--- src/include/exe_macros.svh ---
`ifndef EXE_MACROS_SVH
`define EXE_MACROS_SVH

// Datapath width
`define EXE_XLEN          32

////////////////////
// Major opcodes
`define EXE_OP_SPECIAL    6'h00   // R-type, decoded by funct
`define EXE_OP_ADDI       6'h08
`define EXE_OP_ADDIU      6'h09
`define EXE_OP_SLTI       6'h0a
`define EXE_OP_SLTIU      6'h0b
`define EXE_OP_ANDI       6'h0c   // Zero-extended immediate
`define EXE_OP_ORI        6'h0d   // Zero-extended immediate
`define EXE_OP_XORI       6'h0e   // Zero-extended immediate
`define EXE_OP_LUI        6'h0f
`define EXE_OP_SPECIAL2   6'h1c   // mul
`define EXE_OP_SPECIAL3   6'h1f   // bshfl

////////////////////
// SPECIAL funct codes
`define EXE_FN_SLL        6'h00
`define EXE_FN_SRL        6'h02   // rotr when rotate bit set
`define EXE_FN_SRA        6'h03
`define EXE_FN_SLLV       6'h04
`define EXE_FN_SRLV       6'h06   // rotrv when rotate bit set
`define EXE_FN_SRAV       6'h07
`define EXE_FN_MFHI       6'h10
`define EXE_FN_MTHI       6'h11
`define EXE_FN_MFLO       6'h12
`define EXE_FN_MTLO       6'h13
`define EXE_FN_MULT       6'h18
`define EXE_FN_MULTU      6'h19
`define EXE_FN_ADD        6'h20
`define EXE_FN_ADDU       6'h21
`define EXE_FN_SUB        6'h22
`define EXE_FN_SUBU       6'h23
`define EXE_FN_AND        6'h24
`define EXE_FN_OR         6'h25
`define EXE_FN_XOR        6'h26
`define EXE_FN_NOR        6'h27
`define EXE_FN_SLT        6'h2a
`define EXE_FN_SLTU       6'h2b

// SPECIAL2 / SPECIAL3
`define EXE_FN2_MUL       6'h02   // Low word only, HI/LO untouched
`define EXE_FN3_BSHFL     6'h20
`define EXE_BSHFL_SEB     5'h10   // Sub-op in the sa field
`define EXE_BSHFL_SEH     5'h18

// Rotate select bits
`define EXE_ROT_BIT       21      // srl -> rotr, rs field lsb
`define EXE_ROTV_BIT      6       // srlv -> rotrv, sa field lsb

`endif

--- src/logic/exePkg.sv ---
`default_nettype none

`include "exe_macros.svh"

package exePkg;

	// Datapath word for operands, results, HI and LO
	typedef logic [`EXE_XLEN-1:0] word_t;

	typedef logic [4:0] shamt_t;  // Shift amount
	typedef logic [5:0] opcode_t; // instr[31:26]
	typedef logic [5:0] funct_t;  // instr[5:0]

	////////////////////
	// ALU operations with fixed 5-bit codes
	typedef enum logic [4:0] {
		ALU_ADD      = 5'd0,
		ALU_SUB      = 5'd1,
		ALU_MULT     = 5'd2,  // Signed 64-bit product
		ALU_AND      = 5'd3,
		ALU_OR       = 5'd4,
		ALU_XOR      = 5'd5,
		ALU_NOR      = 5'd6,
		ALU_SLL      = 5'd7,
		ALU_SRL      = 5'd8,
		ALU_ROTR     = 5'd9,
		ALU_SRA      = 5'd10,
		ALU_SEH      = 5'd11,
		ALU_ADDU     = 5'd12,
		ALU_MULTU    = 5'd13, // Unsigned 64-bit product
		ALU_SLT      = 5'd14,
		ALU_SEB      = 5'd15,
		ALU_SLTU     = 5'd16,
		ALU_SLLV     = 5'd17, // Variable shifts take the whole of a
		ALU_SRLV     = 5'd18,
		ALU_SRAV     = 5'd19,
		ALU_ROTRV    = 5'd20,
		ALU_MOVE     = 5'd21, // Passes operand a
		ALU_RESERVED = 5'd31  // Unknown instruction gives one
	} aluOp_t;

	// What an instruction does to HI/LO
	typedef enum logic [1:0] {
		HILO_NONE,
		HILO_BOTH, // Multiply writes both
		HILO_HI,   // mthi
		HILO_LO    // mtlo
	} hiLoSel_t;

endpackage

`default_nettype wire

--- src/logic/aluCmdIf.sv ---
`timescale 1ns/10ps
`default_nettype none

// One decoded ALU command
interface aluCmdIf;

	exePkg::aluOp_t   op;
	exePkg::word_t    a;
	exePkg::word_t    b;
	exePkg::shamt_t   shamt;   // Fixed shift amount
	exePkg::hiLoSel_t hiLoSel;

	// Decoder builds the command
	modport decoder (output op, output a, output b, output shamt, output hiLoSel);

	// ALU consumes it
	modport alu (input op, input a, input b, input shamt);

	// mthi/mtlo data comes in on operand a
	modport hilo (input hiLoSel, input a);

endinterface

`default_nettype wire

--- src/logic/instrDecoder.sv ---
`timescale 1ns/10ps
`default_nettype none

`include "exe_macros.svh"

module instrDecoder (
	input  wire exePkg::word_t instr,
	input  wire exePkg::word_t rsVal,
	input  wire exePkg::word_t rtVal,
	input  wire exePkg::word_t hi,
	input  wire exePkg::word_t lo,
	aluCmdIf.decoder           cmd
);

	exePkg::opcode_t opcode;
	exePkg::funct_t  funct;
	exePkg::shamt_t  shamt;
	logic [15:0]     imm;
	exePkg::word_t   immSext;
	exePkg::word_t   immZext;

	////////////////////
	// Instruction fields
	assign opcode  = instr[31:26];
	assign funct   = instr[5:0];
	assign shamt   = instr[10:6];   // Also the bshfl sub-op
	assign imm     = instr[15:0];
	assign immSext = {{(`EXE_XLEN-16){imm[15]}}, imm};
	assign immZext = {{(`EXE_XLEN-16){1'b0}}, imm}; // Logic immediates

	always_comb begin
		// R-type operands and no HI/LO write unless changed below
		cmd.op      = exePkg::ALU_RESERVED;
		cmd.a       = rsVal;
		cmd.b       = rtVal;
		cmd.shamt   = shamt;
		cmd.hiLoSel = exePkg::HILO_NONE;

		case (opcode)
			`EXE_OP_SPECIAL: begin
				case (funct)
					`EXE_FN_SLL:  cmd.op = exePkg::ALU_SLL;
					`EXE_FN_SRL: begin
						if (instr[`EXE_ROT_BIT])
							cmd.op = exePkg::ALU_ROTR;
						else
							cmd.op = exePkg::ALU_SRL;
					end
					`EXE_FN_SRA:  cmd.op = exePkg::ALU_SRA;
					`EXE_FN_SLLV: cmd.op = exePkg::ALU_SLLV; // rs is the amount
					`EXE_FN_SRLV: begin
						if (instr[`EXE_ROTV_BIT])
							cmd.op = exePkg::ALU_ROTRV;
						else
							cmd.op = exePkg::ALU_SRLV;
					end
					`EXE_FN_SRAV: cmd.op = exePkg::ALU_SRAV;
					`EXE_FN_MFHI: begin
						cmd.op = exePkg::ALU_MOVE;
						cmd.a  = hi;
					end
					`EXE_FN_MFLO: begin
						cmd.op = exePkg::ALU_MOVE;
						cmd.a  = lo;
					end
					`EXE_FN_MTHI: begin
						cmd.op      = exePkg::ALU_MOVE; // rs also shows up as result
						cmd.hiLoSel = exePkg::HILO_HI;
					end
					`EXE_FN_MTLO: begin
						cmd.op      = exePkg::ALU_MOVE;
						cmd.hiLoSel = exePkg::HILO_LO;
					end
					`EXE_FN_MULT: begin
						cmd.op      = exePkg::ALU_MULT;
						cmd.hiLoSel = exePkg::HILO_BOTH;
					end
					`EXE_FN_MULTU: begin
						cmd.op      = exePkg::ALU_MULTU;
						cmd.hiLoSel = exePkg::HILO_BOTH;
					end
					`EXE_FN_ADD:  cmd.op = exePkg::ALU_ADD;  // No overflow trap
					`EXE_FN_ADDU: cmd.op = exePkg::ALU_ADDU;
					`EXE_FN_SUB,
					`EXE_FN_SUBU: cmd.op = exePkg::ALU_SUB;
					`EXE_FN_AND:  cmd.op = exePkg::ALU_AND;
					`EXE_FN_OR:   cmd.op = exePkg::ALU_OR;
					`EXE_FN_XOR:  cmd.op = exePkg::ALU_XOR;
					`EXE_FN_NOR:  cmd.op = exePkg::ALU_NOR;
					`EXE_FN_SLT:  cmd.op = exePkg::ALU_SLT;
					`EXE_FN_SLTU: cmd.op = exePkg::ALU_SLTU;
					default:      cmd.op = exePkg::ALU_RESERVED;
				endcase
			end

			////////////////////
			// I-type forms put the immediate on b
			`EXE_OP_ADDI: begin
				cmd.op = exePkg::ALU_ADD;
				cmd.b  = immSext;
			end
			`EXE_OP_ADDIU: begin
				cmd.op = exePkg::ALU_ADDU;
				cmd.b  = immSext;
			end
			`EXE_OP_SLTI: begin
				cmd.op = exePkg::ALU_SLT;
				cmd.b  = immSext;
			end
			`EXE_OP_SLTIU: begin
				cmd.op = exePkg::ALU_SLTU; // Sign-extended immediate compared unsigned
				cmd.b  = immSext;
			end
			`EXE_OP_ANDI: begin
				cmd.op = exePkg::ALU_AND;
				cmd.b  = immZext;
			end
			`EXE_OP_ORI: begin
				cmd.op = exePkg::ALU_OR;
				cmd.b  = immZext;
			end
			`EXE_OP_XORI: begin
				cmd.op = exePkg::ALU_XOR;
				cmd.b  = immZext;
			end
			`EXE_OP_LUI: begin
				cmd.op = exePkg::ALU_MOVE;
				cmd.a  = {imm, 16'h0000}; // Upper half load
			end

			`EXE_OP_SPECIAL2: begin
				if (funct == `EXE_FN2_MUL)
					cmd.op = exePkg::ALU_MULT; // Low word is the result
			end
			`EXE_OP_SPECIAL3: begin
				// bshfl sub-op sits in the sa field
				if (funct == `EXE_FN3_BSHFL && shamt == `EXE_BSHFL_SEB)
					cmd.op = exePkg::ALU_SEB;
				else if (funct == `EXE_FN3_BSHFL && shamt == `EXE_BSHFL_SEH)
					cmd.op = exePkg::ALU_SEH;
			end
			default: cmd.op = exePkg::ALU_RESERVED;
		endcase
	end

endmodule

`default_nettype wire

--- src/flat_wrapper.sv ---
// flat-port wrapper written by rule: the top's interface ports become plain ports
module instrDecoder_flat 
  (instr, rsVal, rtVal, hi, lo, cmd_op, cmd_a, cmd_b, cmd_shamt, cmd_hiLoSel);
  aluCmdIf cmd_i ();
  input  wire exePkg::word_t instr;
  input  wire exePkg::word_t rsVal;
  input  wire exePkg::word_t rtVal;
  input  wire exePkg::word_t hi;
  input  wire exePkg::word_t lo;
  output wire logic [$bits(cmd_i.op)-1:0] cmd_op;
  output wire logic [$bits(cmd_i.a)-1:0] cmd_a;
  output wire logic [$bits(cmd_i.b)-1:0] cmd_b;
  output wire logic [$bits(cmd_i.shamt)-1:0] cmd_shamt;
  output wire logic [$bits(cmd_i.hiLoSel)-1:0] cmd_hiLoSel;
  assign cmd_op = cmd_i.op;
  assign cmd_a = cmd_i.a;
  assign cmd_b = cmd_i.b;
  assign cmd_shamt = cmd_i.shamt;
  assign cmd_hiLoSel = cmd_i.hiLoSel;
  instrDecoder u_core (.instr(instr), .rsVal(rsVal), .rtVal(rtVal), .hi(hi), .lo(lo), .cmd(cmd_i));
endmodule
--- config.mk ---
export PLATFORM = sky130hd
export DESIGN_NAME = instrDecoder_flat
export DESIGN_NICKNAME = d
export VERILOG_FILES = /design/src/logic/exePkg.sv /design/src/logic/aluCmdIf.sv /design/src/logic/instrDecoder.sv /design/src/flat_wrapper.sv
export VERILOG_INCLUDE_DIRS = /design/src /design/src/include
export SDC_FILE = /design/constraint.sdc
export NUM_CORES = 1
export LEC_CHECK = 0
export ABC_CLOCK_PERIOD_IN_PS = 1650
export BUFFER_PORTS_ARGS = -buffer_cell sky130_fd_sc_hd__buf_2
export CORE_AREA = 2 2 92 94
export DETAILED_ROUTE_END_ITERATION = 7
export DIE_AREA = 0 0 94 96
export PLACE_DENSITY_LB_ADDON = 0.2
export SLEW_MARGIN = 20
export SYNTH_ARGS = -nofsm -noshare
export SYNTH_HDL_FRONTEND = slang
export SYNTH_SLANG_ARGS = --single-unit
--- constraint.sdc ---
create_clock -name vclk -period 1.65
set_input_delay 0.0825 -clock vclk [all_inputs]
set_output_delay 0.0825 -clock vclk [all_outputs]
set_load 0.02 [all_outputs]
Yosys cells after proc, flatten, opt, wreduce, memory -nomap -nowiden

Index checks and enable logic that the tools add are counted.

Word-level logic and storage cells: 54
Output and inout bits: 76
Bits in registers: 0
Bits of input ports: 160

Mux-type cells: 12
Equality and inequality tests: 33
Reduce and logical (&&, ||, !) cells: 9

Operators by type and width:

| cell               | count |
|---|---|
| $pmux 32 s2        | 3 |
| $pmux 5 s18        | 1 |
| $eq 6x6->1 const B | 10 |
| $pmux 5 s11        | 1 |
| $eq 6x4->1 const B | 8 |
| $eq 6x5->1 const B | 8 |
| $eq 6x3->1 const B | 3 |
| $mux 5             | 3 |
| $eq 6x2->1 const B | 2 |
| $logic_not 6->1    | 2 |
| $eq 5x5->1 const B | 2 |
| $reduce_or 4->1    | 2 |
| $pmux 2 s3         | 1 |
| $reduce_or 2->1    | 2 |
| $mux 3             | 1 |
| $reduce_or 3->1    | 1 |
| $logic_and 1x1->1  | 2 |
| $mux 2             | 1 |
| $mux 1             | 1 |

Longest topological paths before layout

Gate-level depths: netlist of run 1.

Depth after elaboration: 5
Depth in mapped cells: 7
Gate-level depth less buffers: 5

Worst setup path before layout of run 1

Ideal clock, no wire load.

Path kind: in2out
Start point: input port instr[28]
End point: output port cmd_hiLoSel[1]
Required time: 1,567 ps
Buffers on the path: 3
Stages: 6
Arrival time: 1,605 ps
Path slack: -38 ps
Path through: buf_4 -> nor3_2 -> nand3b_1 -> clkbuf_1 -> buf_1 -> nor4_1

Longest elaborated chain between the ends: 2

RTL lines:

| item            | RTL line           | RTL |
|---|---|---|
| start, declared | flat_wrapper.sv:5  | `input wire exePkg::word_t instr;` |
| $logic_not 6->1 | instrDecoder.sv:39 | `case (opcode)` |
| $mux 2          | instrDecoder.sv:39 |  |
| end, declared   | flat_wrapper.sv:14 | `output wire logic [$bits(cmd_i.hiLoSel)-1:0] cmd_hiLoSel;` |

No other way between the ends.

Final worst setup path of run 1

Start point: input port instr[2]
End point: output port cmd_op[2]

Longest elaborated chain between the ends: 5
Elaborated cells on any way between the ends: 31
Those cells by class: eq/ne (21); mux (5); reduce/logical (5)

RTL lines:

| item                                                | RTL line           | RTL |
|---|---|---|
| branches (longest 4 deep; another with $pmux 5 s18) | -                  |  |
| $pmux 5 s11 *                                       | instrDecoder.sv:39 |  |
| end, declared                                       | flat_wrapper.sv:10 | `output wire logic [$bits(cmd_i.op)-1:0] cmd_op;` |

Mark *: on every way between the ends.

==> results of run 1 <==
[cells in the mapped netlist, drive strengths merged (3+ instances only)]
| cell | n | area, um^2 |
|---|---|---|
| nor2 | 35 | 144 |
| a22oi | 32 | 240 |
| buf | 29 | 198 |
| a21o | 16 | 120 |
| a221o | 16 | 160 |
| o21ai | 16 | 80.1 |
| o2bb2ai | 16 | 140 |
| nand2 | 13 | 48.8 |
| mux2 | 12 | 135 |
| a21oi | 10 | 50.1 |
| clkbuf | 10 | 37.5 |
| nor2b | 6 | 37.5 |
| nor3 | 6 | 35.0 |
| nand3 | 5 | 25.0 |
| and2 | 4 | 25.0 |
| inv | 4 | 15.0 |
| nor4bb | 3 | 30.0 |
| o211ai | 3 | 22.5 |
| o311ai | 3 | 26.3 |
[layout make-up]
| cell class | instances | area, um^2 |
|---|---|---|
| fillers | 809 | 3720 |
| multi-input cells | 229 | 1920 |
| well taps | 105 | 131 |
| repair buffers | 307 | 2260 |
| inverters | 4 | 15.0 |
[per-stage QoR]
| stage | instance area [um^2] | setup TNS, ns | hold WS [ns] | total power, mW |
|---|---|---|---|---|
| 3_3_place_gp | 3300 | -6.22 | 0.465 | 0.837 |
| 4_1_cts | 3990 | -2.52 | 0.459 | 0.970 |
| 2_1_floorplan | 1860 | 0 | 0.278 | 0.426 |
| 3_5_place_dp | 3300 | -7.46 | 0.458 | 0.838 |
| 5_1_grt | 4330 | -3.97 | 0.461 | 1.11 |
| 6_report | 4330 | -1.75 | 0.457 | 1.04 |
[routing by layer]
layer	vias up	global-route usage
met1	1595	0.304
met4	0	0.0109
li1	1608	-
met3	6	0.0227
met2	156	0.385
met5	-	0
[worst paths after layout]
check | to | startpoint | slack [ns]
hold / removal | cmd_shamt[3] | instr[9] | 0.46
setup / recovery | cmd_op[2] | instr[2] | -0.11
[cell families after synthesis]
group,count (synthesis),share of synthesized area
AO/OA/AOI/OAI,129,0.531
XOR/XNOR,1,0.00473
multiplexers,12,0.0730
AND/OR/NAND/NOR,85,0.256
buffers and inverters,43,0.135
[power breakdown]
part / switching, mW / total, mW / leakage, nW / internal [mW]
registers: 0 / 0 / 0 / 0
logic: 0.511 / 1.04 / 2.05 / 0.527
clock network: 0 / 0 / 0 / 0
total: 0.511 / 1.04 / 2.05 / 0.527
[what timing repair did]
action	4_1_cts	5_1_grt
pin swaps	28	23
gates cloned	7	2
buffers inserted	16	11
resized for setup	102	59
setup endpoints to repair	49	39
==> impl_metrics.py, run 1 <==
metrics = {
    "grt": {
        "antenna_found_initial": 0,
        "grt_pass1_wl_um": 15700,
        "grt_pass1_vias": 2963,
        "grt.overflow.total": 0,
        "grt_max_degree": 37,
        "grt_use_total": 0.219,
    },
    "routing": {
        "wl_met3_um": 762,
        "drt-pass1-iter-count": 4,
        "wl_met2_um": 6090,
        "wl_per_cell_um": 18.4,
        "drt-met1-wl_um": 5010,
        "dr.max_layer_used": "met4",
        "antenna_left": 0,
        "drc": 0,
        "viasPerCell": 5.22,
        "dr.first_iter.drc_count": 187,
        "vias": 3365,
        "wirelength_um": 11900,
    },
    "timing": {
        "slew_headroom": 0.652,
        "hold_viol": 0,
        "fin_ws_ns": -0.110,
        "fin_crit_sh": 1.07,
        "maxSlewViolCount": 0,
        "fmax_mhz": 568,
        "tightest_slew_ns": 0.513,
        "rsz0062_at_grt": "yes",
        "setup_violations": 35,
        "fin_crit_ns": 1.76,
    },
    "status": {
        "failed_checks": "setup timing",
        "status": "finished, violations left",
    },
    "power_and_ir_drop": {
        "peakVddDrop_uv": 112,
        "power.density_nw_per_um2": 240,
        "p_leak_nw": 2.05,
    },
    "layout": {
        "seq_cell_count": 0,
        "fin_nets": 702,
        "final_util": 0.537,
        "final_cells": 645,
        "n_antenna_cell": 0,
        "n_clock_buffer": 0,
        "final_layout_size_suffix_gt1_frac": 0.689,
        "register_area_um2": 0,
        "mostFrequentLayoutCells": "buf_2, buf_4, buf_6",
        "area_growth_pct": 134,
        "layout_commonest_cell": "buf_2",
    },
    "die": {
        "rows": 33,
        "boundaryPins": 236,
        "die_height_um": 96,
        "start_util": 0.230,
        "die_area_um2": 9020,
        "fp.dieW_um": 94,
        "coreArea_um2": 8050,
    },
    "worst_setup_path": {
        "slowest_delay_ns": 0.33,
        "cpMostUsedCell": "buf_8",
        "critPathRequiredTime_ns": 1.57,
        "worstPathCellList": "buf_8 -> buf_12 -> buf_8 -> nor2b_1 -> a211oi_2 -> nor3_1 -> nor4bb_2 -> buf_4 -> o211ai_1 -> buf_2",
        "path_class": "primary input to output port",
        "cp-end-kind": "output port",
        "critPathMaxFanout": 5,
        "crit_slowest_cell": "nor4bb_2",
        "worstPathArrival_ns": 1.68,
        "cp.depth": 10,
        "critPathLaunchType": "primary input",
        "worst-path-buf-inv": 5,
        "crit_family": "buffers and inverters",
    },
    "yosys": {
        "synth_area_um2": 1850,
        "avgSynthCellArea_um2": 6.85,
        "ys_seq_area_frac": 0,
        "synth_cells": 270,
        "netlist-cell-type-count": 51,
        "synth_nets": 430,
        "yosys_warnings": 0,
    },
    "placed_design": {
        "placedCellCount": 612,
        "place_congestion": 0.922,
        "hpwl_um": 8240,
        "dp_slack_ns": -0.302,
        "portBuffers": 227,
    },
    "flow_run": {
        "maxCapViolCount": 0,
    },
    "clock_tree": {
        "ctsHoldBuffers": 0,
    },
    "hold_path": {
        "hold_class": "primary input to output port",
        "hold_depth": 2,
    },
}
No activity file was read; power rests on OpenSTA's default activity.
==> inputs of run 2 (changes only) <==
--- a/config.mk
+++ b/config.mk
@@ -8,9 +8,11 @@
 export LEC_CHECK = 0
 export ABC_CLOCK_PERIOD_IN_PS = 1650
 export BUFFER_PORTS_ARGS = -buffer_cell sky130_fd_sc_hd__buf_2
-export CORE_AREA = 2 2 92 94
+export CELL_PAD_IN_SITES_DETAIL_PLACEMENT = 1
+export CELL_PAD_IN_SITES_GLOBAL_PLACEMENT = 2
+export CORE_MARGIN = 1
+export CORE_UTILIZATION = 14
 export DETAILED_ROUTE_END_ITERATION = 7
-export DIE_AREA = 0 0 94 96
 export PLACE_DENSITY_LB_ADDON = 0.2
 export SLEW_MARGIN = 20
 export SYNTH_ARGS = -nofsm -noshare
==> impl_metrics.py, run 2 (same netlist as run 1, synthesis figures left out) <==
metrics = {
    "status": {
        "status": "finished, violations left",
        "failed_checks": "setup timing",
    },
    "grt": {
        "use_met3": 0.0237,
        "met2_usage": 0.333,
        "grt_pass1_vias": 3453,
        "grt-busiest-layer": "met2",
        "grt_max_degree": 33,
        "antenna_found_initial": 0,
        "grt.overflow.total": 0,
        "grt_pass1_wl_um": 19000,
        "use_met1": 0.228,
        "grt_use_total": 0.181,
    },
    "die": {
        "boundaryPins": 236,
        "rows": 41,
        "start_util": 0.145,
        "die_height_um": 117,
        "fp.dieW_um": 117,
        "coreArea_um2": 12800,
        "die_area_um2": 13700,
    },
    "layout": {
        "n_clock_buffer": 0,
        "design_area_um2": 4480,
        "fin_nets": 716,
        "layout_commonest_cell": "buf_2",
        "final_layout_size_suffix_gt1_frac": 0.695,
        "mostFrequentLayoutCells": "buf_2, buf_4, buf_6",
        "area_growth_pct": 142,
        "seq_cell_count": 0,
        "register_area_um2": 0,
    },
    "hold_path": {
        "hold_class": "primary input to output port",
        "hold_depth": 2,
    },
    "routing": {
        "vias": 3344,
        "antenna_left": 0,
        "drt-pass1-iter-count": 4,
        "wirelength_um": 13500,
        "drc": 0,
        "wl_per_cell_um": 18.5,
        "viasPerCell": 4.60,
        "dr.first_iter.drc_count": 117,
    },
    "timing": {
        "setup_violations": 37,
        "slew_headroom": 0.765,
        "tightest_slew_ns": 0.348,
        "maxSlewViolCount": 0,
        "fin_ws_ns": -0.132,
        "hold_viol": 0,
        "fmax_mhz": 561,
        "fin_crit_ns": 1.78,
        "rsz0062_at_grt": "yes",
        "fin_crit_sh": 1.08,
    },
    "worst_setup_path": {
        "worstPathCellList": "buf_6 -> buf_6 -> or4_4 -> nor2_4 -> buf_4 -> clkbuf_16 -> a22oi_1 -> nor2_1 -> a221o_1 -> buf_6",
        "critPathRequiredTime_ns": 1.57,
        "critPathLaunchType": "primary input",
        "worstPathArrival_ns": 1.70,
        "critPathMaxFanout": 5,
        "cpMostUsedCell": "buf_6",
        "cp-end-kind": "output port",
        "crit_slowest_cell": "or4_4",
        "slowest_delay_ns": 0.51,
        "path_class": "primary input to output port",
    },
    "placed_design": {
        "place_congestion": 0.767,
        "hpwl_um": 10200,
        "dp_slack_ns": -0.341,
        "portBuffers": 227,
        "placed_cell_area_um2": 3460,
    },
    "flow_run": {
        "maxCapViolCount": 0,
    },
    "power_and_ir_drop": {
        "power.density_nw_per_um2": 237,
        "p_leak_nw": 2.09,
        "peakVddDrop_uv": 79.5,
        "total_power_mw": 1.06,
    },
    "clock_tree": {
        "ctsHoldBuffers": 0,
    },
}
[run 2: final timing paths]
path,start,to,slack [ns]
worst max-delay path,instr[2],cmd_a[18],-0.13
worst min-delay path,instr[9],cmd_shamt[3],0.46
[run 2: per-layer routing]
layer  share of wire  up-vias  wire length [um]
li1                -     1632                 -
met1            0.41     1571              5570
met2            0.52      135              7020
met3           0.057        6               765
met4          0.0096        0               129
met5               0        -                 0
[run 2: worst max-delay path, delay by kind of cell]
family	cells	cell delay, ns
AO/OA/AOI/OAI	2	0.22
buffers and inverters	5	0.61
AND/OR/NAND/NOR	3	0.79
[run 2: metrics by stage]
stage	hold slack, ns	std cells	utilization	setup TNS [ns]
after floorplan	0.278	270	-	0
after global placement	0.463	687	0.271	-7.53
after detailed placement	0.468	687	0.271	-7.45
after CTS	0.469	711	0.316	-2.03
after global routing	0.472	726	0.350	-5.12
final	0.461	727	0.351	-2.36
[run 2: cell type report]
type,instances,area [um^2]
fill,1593,8300
inverter,4,18.8
antenna,1,2.50
timing repair buffer,320,2290
tap,172,215
multi-input combinational,230,1950
[run 2: power by group]
part | total, mW | internal, mW | switching (mW)
clock | 0.0000000813 | 0.0000000813 | 0
sequential | 0 | 0 | 0
combinational | 1.06 | 0.539 | 0.524
total | 1.06 | 0.539 | 0.524
[run 2: what timing repair did]
item,in CTS,in global routing
cloned,8,1
setup buffers,16,14
pin swaps,15,26
setup endpoints to repair,37,41
resized for setup,89,62
==> inputs of run 3 (changes only) <==
--- a/config.mk
+++ b/config.mk
@@ -6,12 +6,13 @@
 export SDC_FILE = /design/constraint.sdc
 export NUM_CORES = 1
 export LEC_CHECK = 0
+export ABC_AREA = 1
 export ABC_CLOCK_PERIOD_IN_PS = 1650
 export BUFFER_PORTS_ARGS = -buffer_cell sky130_fd_sc_hd__buf_2
 export CELL_PAD_IN_SITES_DETAIL_PLACEMENT = 1
 export CELL_PAD_IN_SITES_GLOBAL_PLACEMENT = 2
-export CORE_MARGIN = 1
-export CORE_UTILIZATION = 14
+export CORE_MARGIN = 2
+export CORE_UTILIZATION = 13
 export DETAILED_ROUTE_END_ITERATION = 7
 export PLACE_DENSITY_LB_ADDON = 0.2
 export SLEW_MARGIN = 20
==> impl_metrics.py, run 3 <==
metrics = {
    "status": {
        "status": "finished, final reports clean",
    },
    "power_and_ir_drop": {
        "total_power_uw": 837,
        "power.density_nw_per_um2": 231,
        "p_seq_frac": 0,
        "p_int_uw": 350,
        "p_leak_nw": 2.10,
        "switching_share": 0.582,
        "clkPwrFrac": 0,
        "p_comb_frac": 1.000,
        "power.switching_uw": 487,
        "peakVddDrop_uv": 58.8,
    },
    "yosys": {
        "synth_most_common_cell": "nand2_1",
        "yosys_warnings": 0,
        "synth_area_um2": 2000,
        "netlist-cell-type-count": 28,
        "ys_seq_area_frac": 0,
        "ys_top_cells_by_count": "nand2_1, nand3_1, inv_1",
        "synth_top_area_cell": "nand2_1",
        "synth_cells": 395,
        "synth_top_cell_area_share": 0.310,
        "avgSynthCellArea_um2": 5.06,
        "synth_area_leaders": "nand2_1, nand3_1, o211ai_2, buf_6, a22oi_1",
        "synth_nets": 555,
    },
    "timing": {
        "fin_tns_setup_ns": 0,
        "tightest_slew_ns": 0.527,
        "hold_viol": 0,
        "fmax_mhz": 645,
        "fin_crit_ns": 1.55,
        "setup_violations": 0,
        "maxSlewViolCount": 0,
        "slew_headroom": 0.648,
        "rsz0062_at_grt": "yes",
        "fin_crit_sh": 0.940,
        "whs_ns": 0.424,
        "fin_ws_ns": 0.0989,
    },
    "die": {
        "coreArea_um2": 15100,
        "start_util": 0.133,
        "die_area_um2": 16400,
        "fp.dieW_um": 128,
        "boundaryPins": 236,
        "rows": 45,
        "die_height_um": 128,
    },
    "placed_design": {
        "placed_cell_area_um2": 3400,
        "place_congestion": 0.770,
        "portBuffers": 227,
        "placedCellCount": 813,
        "hpwl_um": 10400,
        "dp_slack_ns": -0.123,
    },
    "hold_path": {
        "hp-start": "instr[7]",
        "min_to": "cmd_shamt[1]",
        "hold_class": "primary input to output port",
        "hold_depth": 2,
    },
    "layout": {
        "n_antenna_cell": 0,
        "area_growth_pct": 81.5,
        "design_area_um2": 3630,
        "layout_commonest_cell": "buf_2",
        "seq_cell_count": 0,
        "mostFrequentLayoutCells": "buf_2, nand2_1, nand3_1",
        "final_layout_size_suffix_gt1_frac": 0.480,
        "register_area_um2": 0,
        "final_cells": 821,
        "n_clock_buffer": 0,
        "fin_nets": 795,
        "final_util": 0.240,
    },
    "routing": {
        "drc": 0,
        "viasPerCell": 4.30,
        "wl_per_cell_um": 16.0,
        "drt-pass1-iter-count": 4,
        "vias": 3532,
        "dr.first_iter.drc_count": 93,
        "wirelength_um": 13200,
        "antenna_left": 0,
    },
    "grt": {
        "grt.overflow.total": 0,
        "antenna_found_initial": 0,
        "grt_pass1_vias": 3547,
        "grt_pass1_wl_um": 18700,
        "grt_max_degree": 39,
        "grt_use_total": 0.141,
    },
    "worst_setup_path": {
        "worstPathArrival_ns": 1.47,
        "critPathMaxFanout": 8,
        "critPathRequiredTime_ns": 1.57,
        "path_class": "primary input to output port",
        "cp-end-kind": "output port",
        "critPathLaunchType": "primary input",
    },
    "flow_run": {
        "maxCapViolCount": 0,
    },
}
[run 3: power groups by stage]
stage                     Clock, mW  Sequential [mW]  Combinational, mW
after floorplan                   0                0              0.406
after global placement            0                0              0.815
after detailed placement          0                0              0.820
after CTS                         0                0              0.826
after global routing              0                0              0.921
final                             0                0              0.837
[run 3: how the worst max path moves through the flow]
stage | cells after the start | slack, ns | from | to
global route | 13 | -0.01 | instr[2] | cmd_op[0]
global placement | 8 | -0.1 | instr[26] | cmd_a[23]
CTS | 8 | 0.02 | instr[26] | cmd_hiLoSel[0]
finish | 9 | 0.1 | instr[0] | cmd_a[7]
floorplan | 7 | 0.25 | instr[31] | cmd_b[11]
detailed placement | 8 | -0.12 | instr[0] | cmd_a[29]
[run 3: cell families (layout without fill, tap and decap cells)]
kind of cell	after synthesis	count (layout)	share of synthesized area
AOI/OAI and AO/OA	77	79	0.269
buffers and inverters	60	296	0.179
and+or+nand+nor	258	258	0.552
[run 3: worst max-delay path, cell delays in order]
cell and delay, ns:
buf_2 0.13, nor2_2 0.05, nand2_1 0.10, nor2_4 0.06
buf_12 0.13, o21ai_2 0.45, nand3_1 0.15, o21ai_1 0.12
buf_2 0.20
[run 3: timing repair]
action | CTS | global route
hold buffers | 0 | 0
buffers inserted | 0 | 3
cloned | 1 | 4
resized for setup | 5 | 23
endpoints found under the setup margin | 33 | 28
pin swaps | 1 | 7
[run 3: final cells by class]
type | instances | area [um^2]
tap | 188 | 235
multi-input combinational | 337 | 1730
inverter | 32 | 123
timing repair buffer | 264 | 1540
fill | 2016 | 11500
[run 3: per-layer routing]
layer / global-route usage / vias to the layer above / part of all wire
li1: - / 1788 / -
met1: 0.180 / 1618 / 0.44
met2: 0.262 / 120 / 0.50
met3: 0.0188 / 6 / 0.056
met4: 0.00905 / 0 / 0.0074
met5: 0 / - / 0
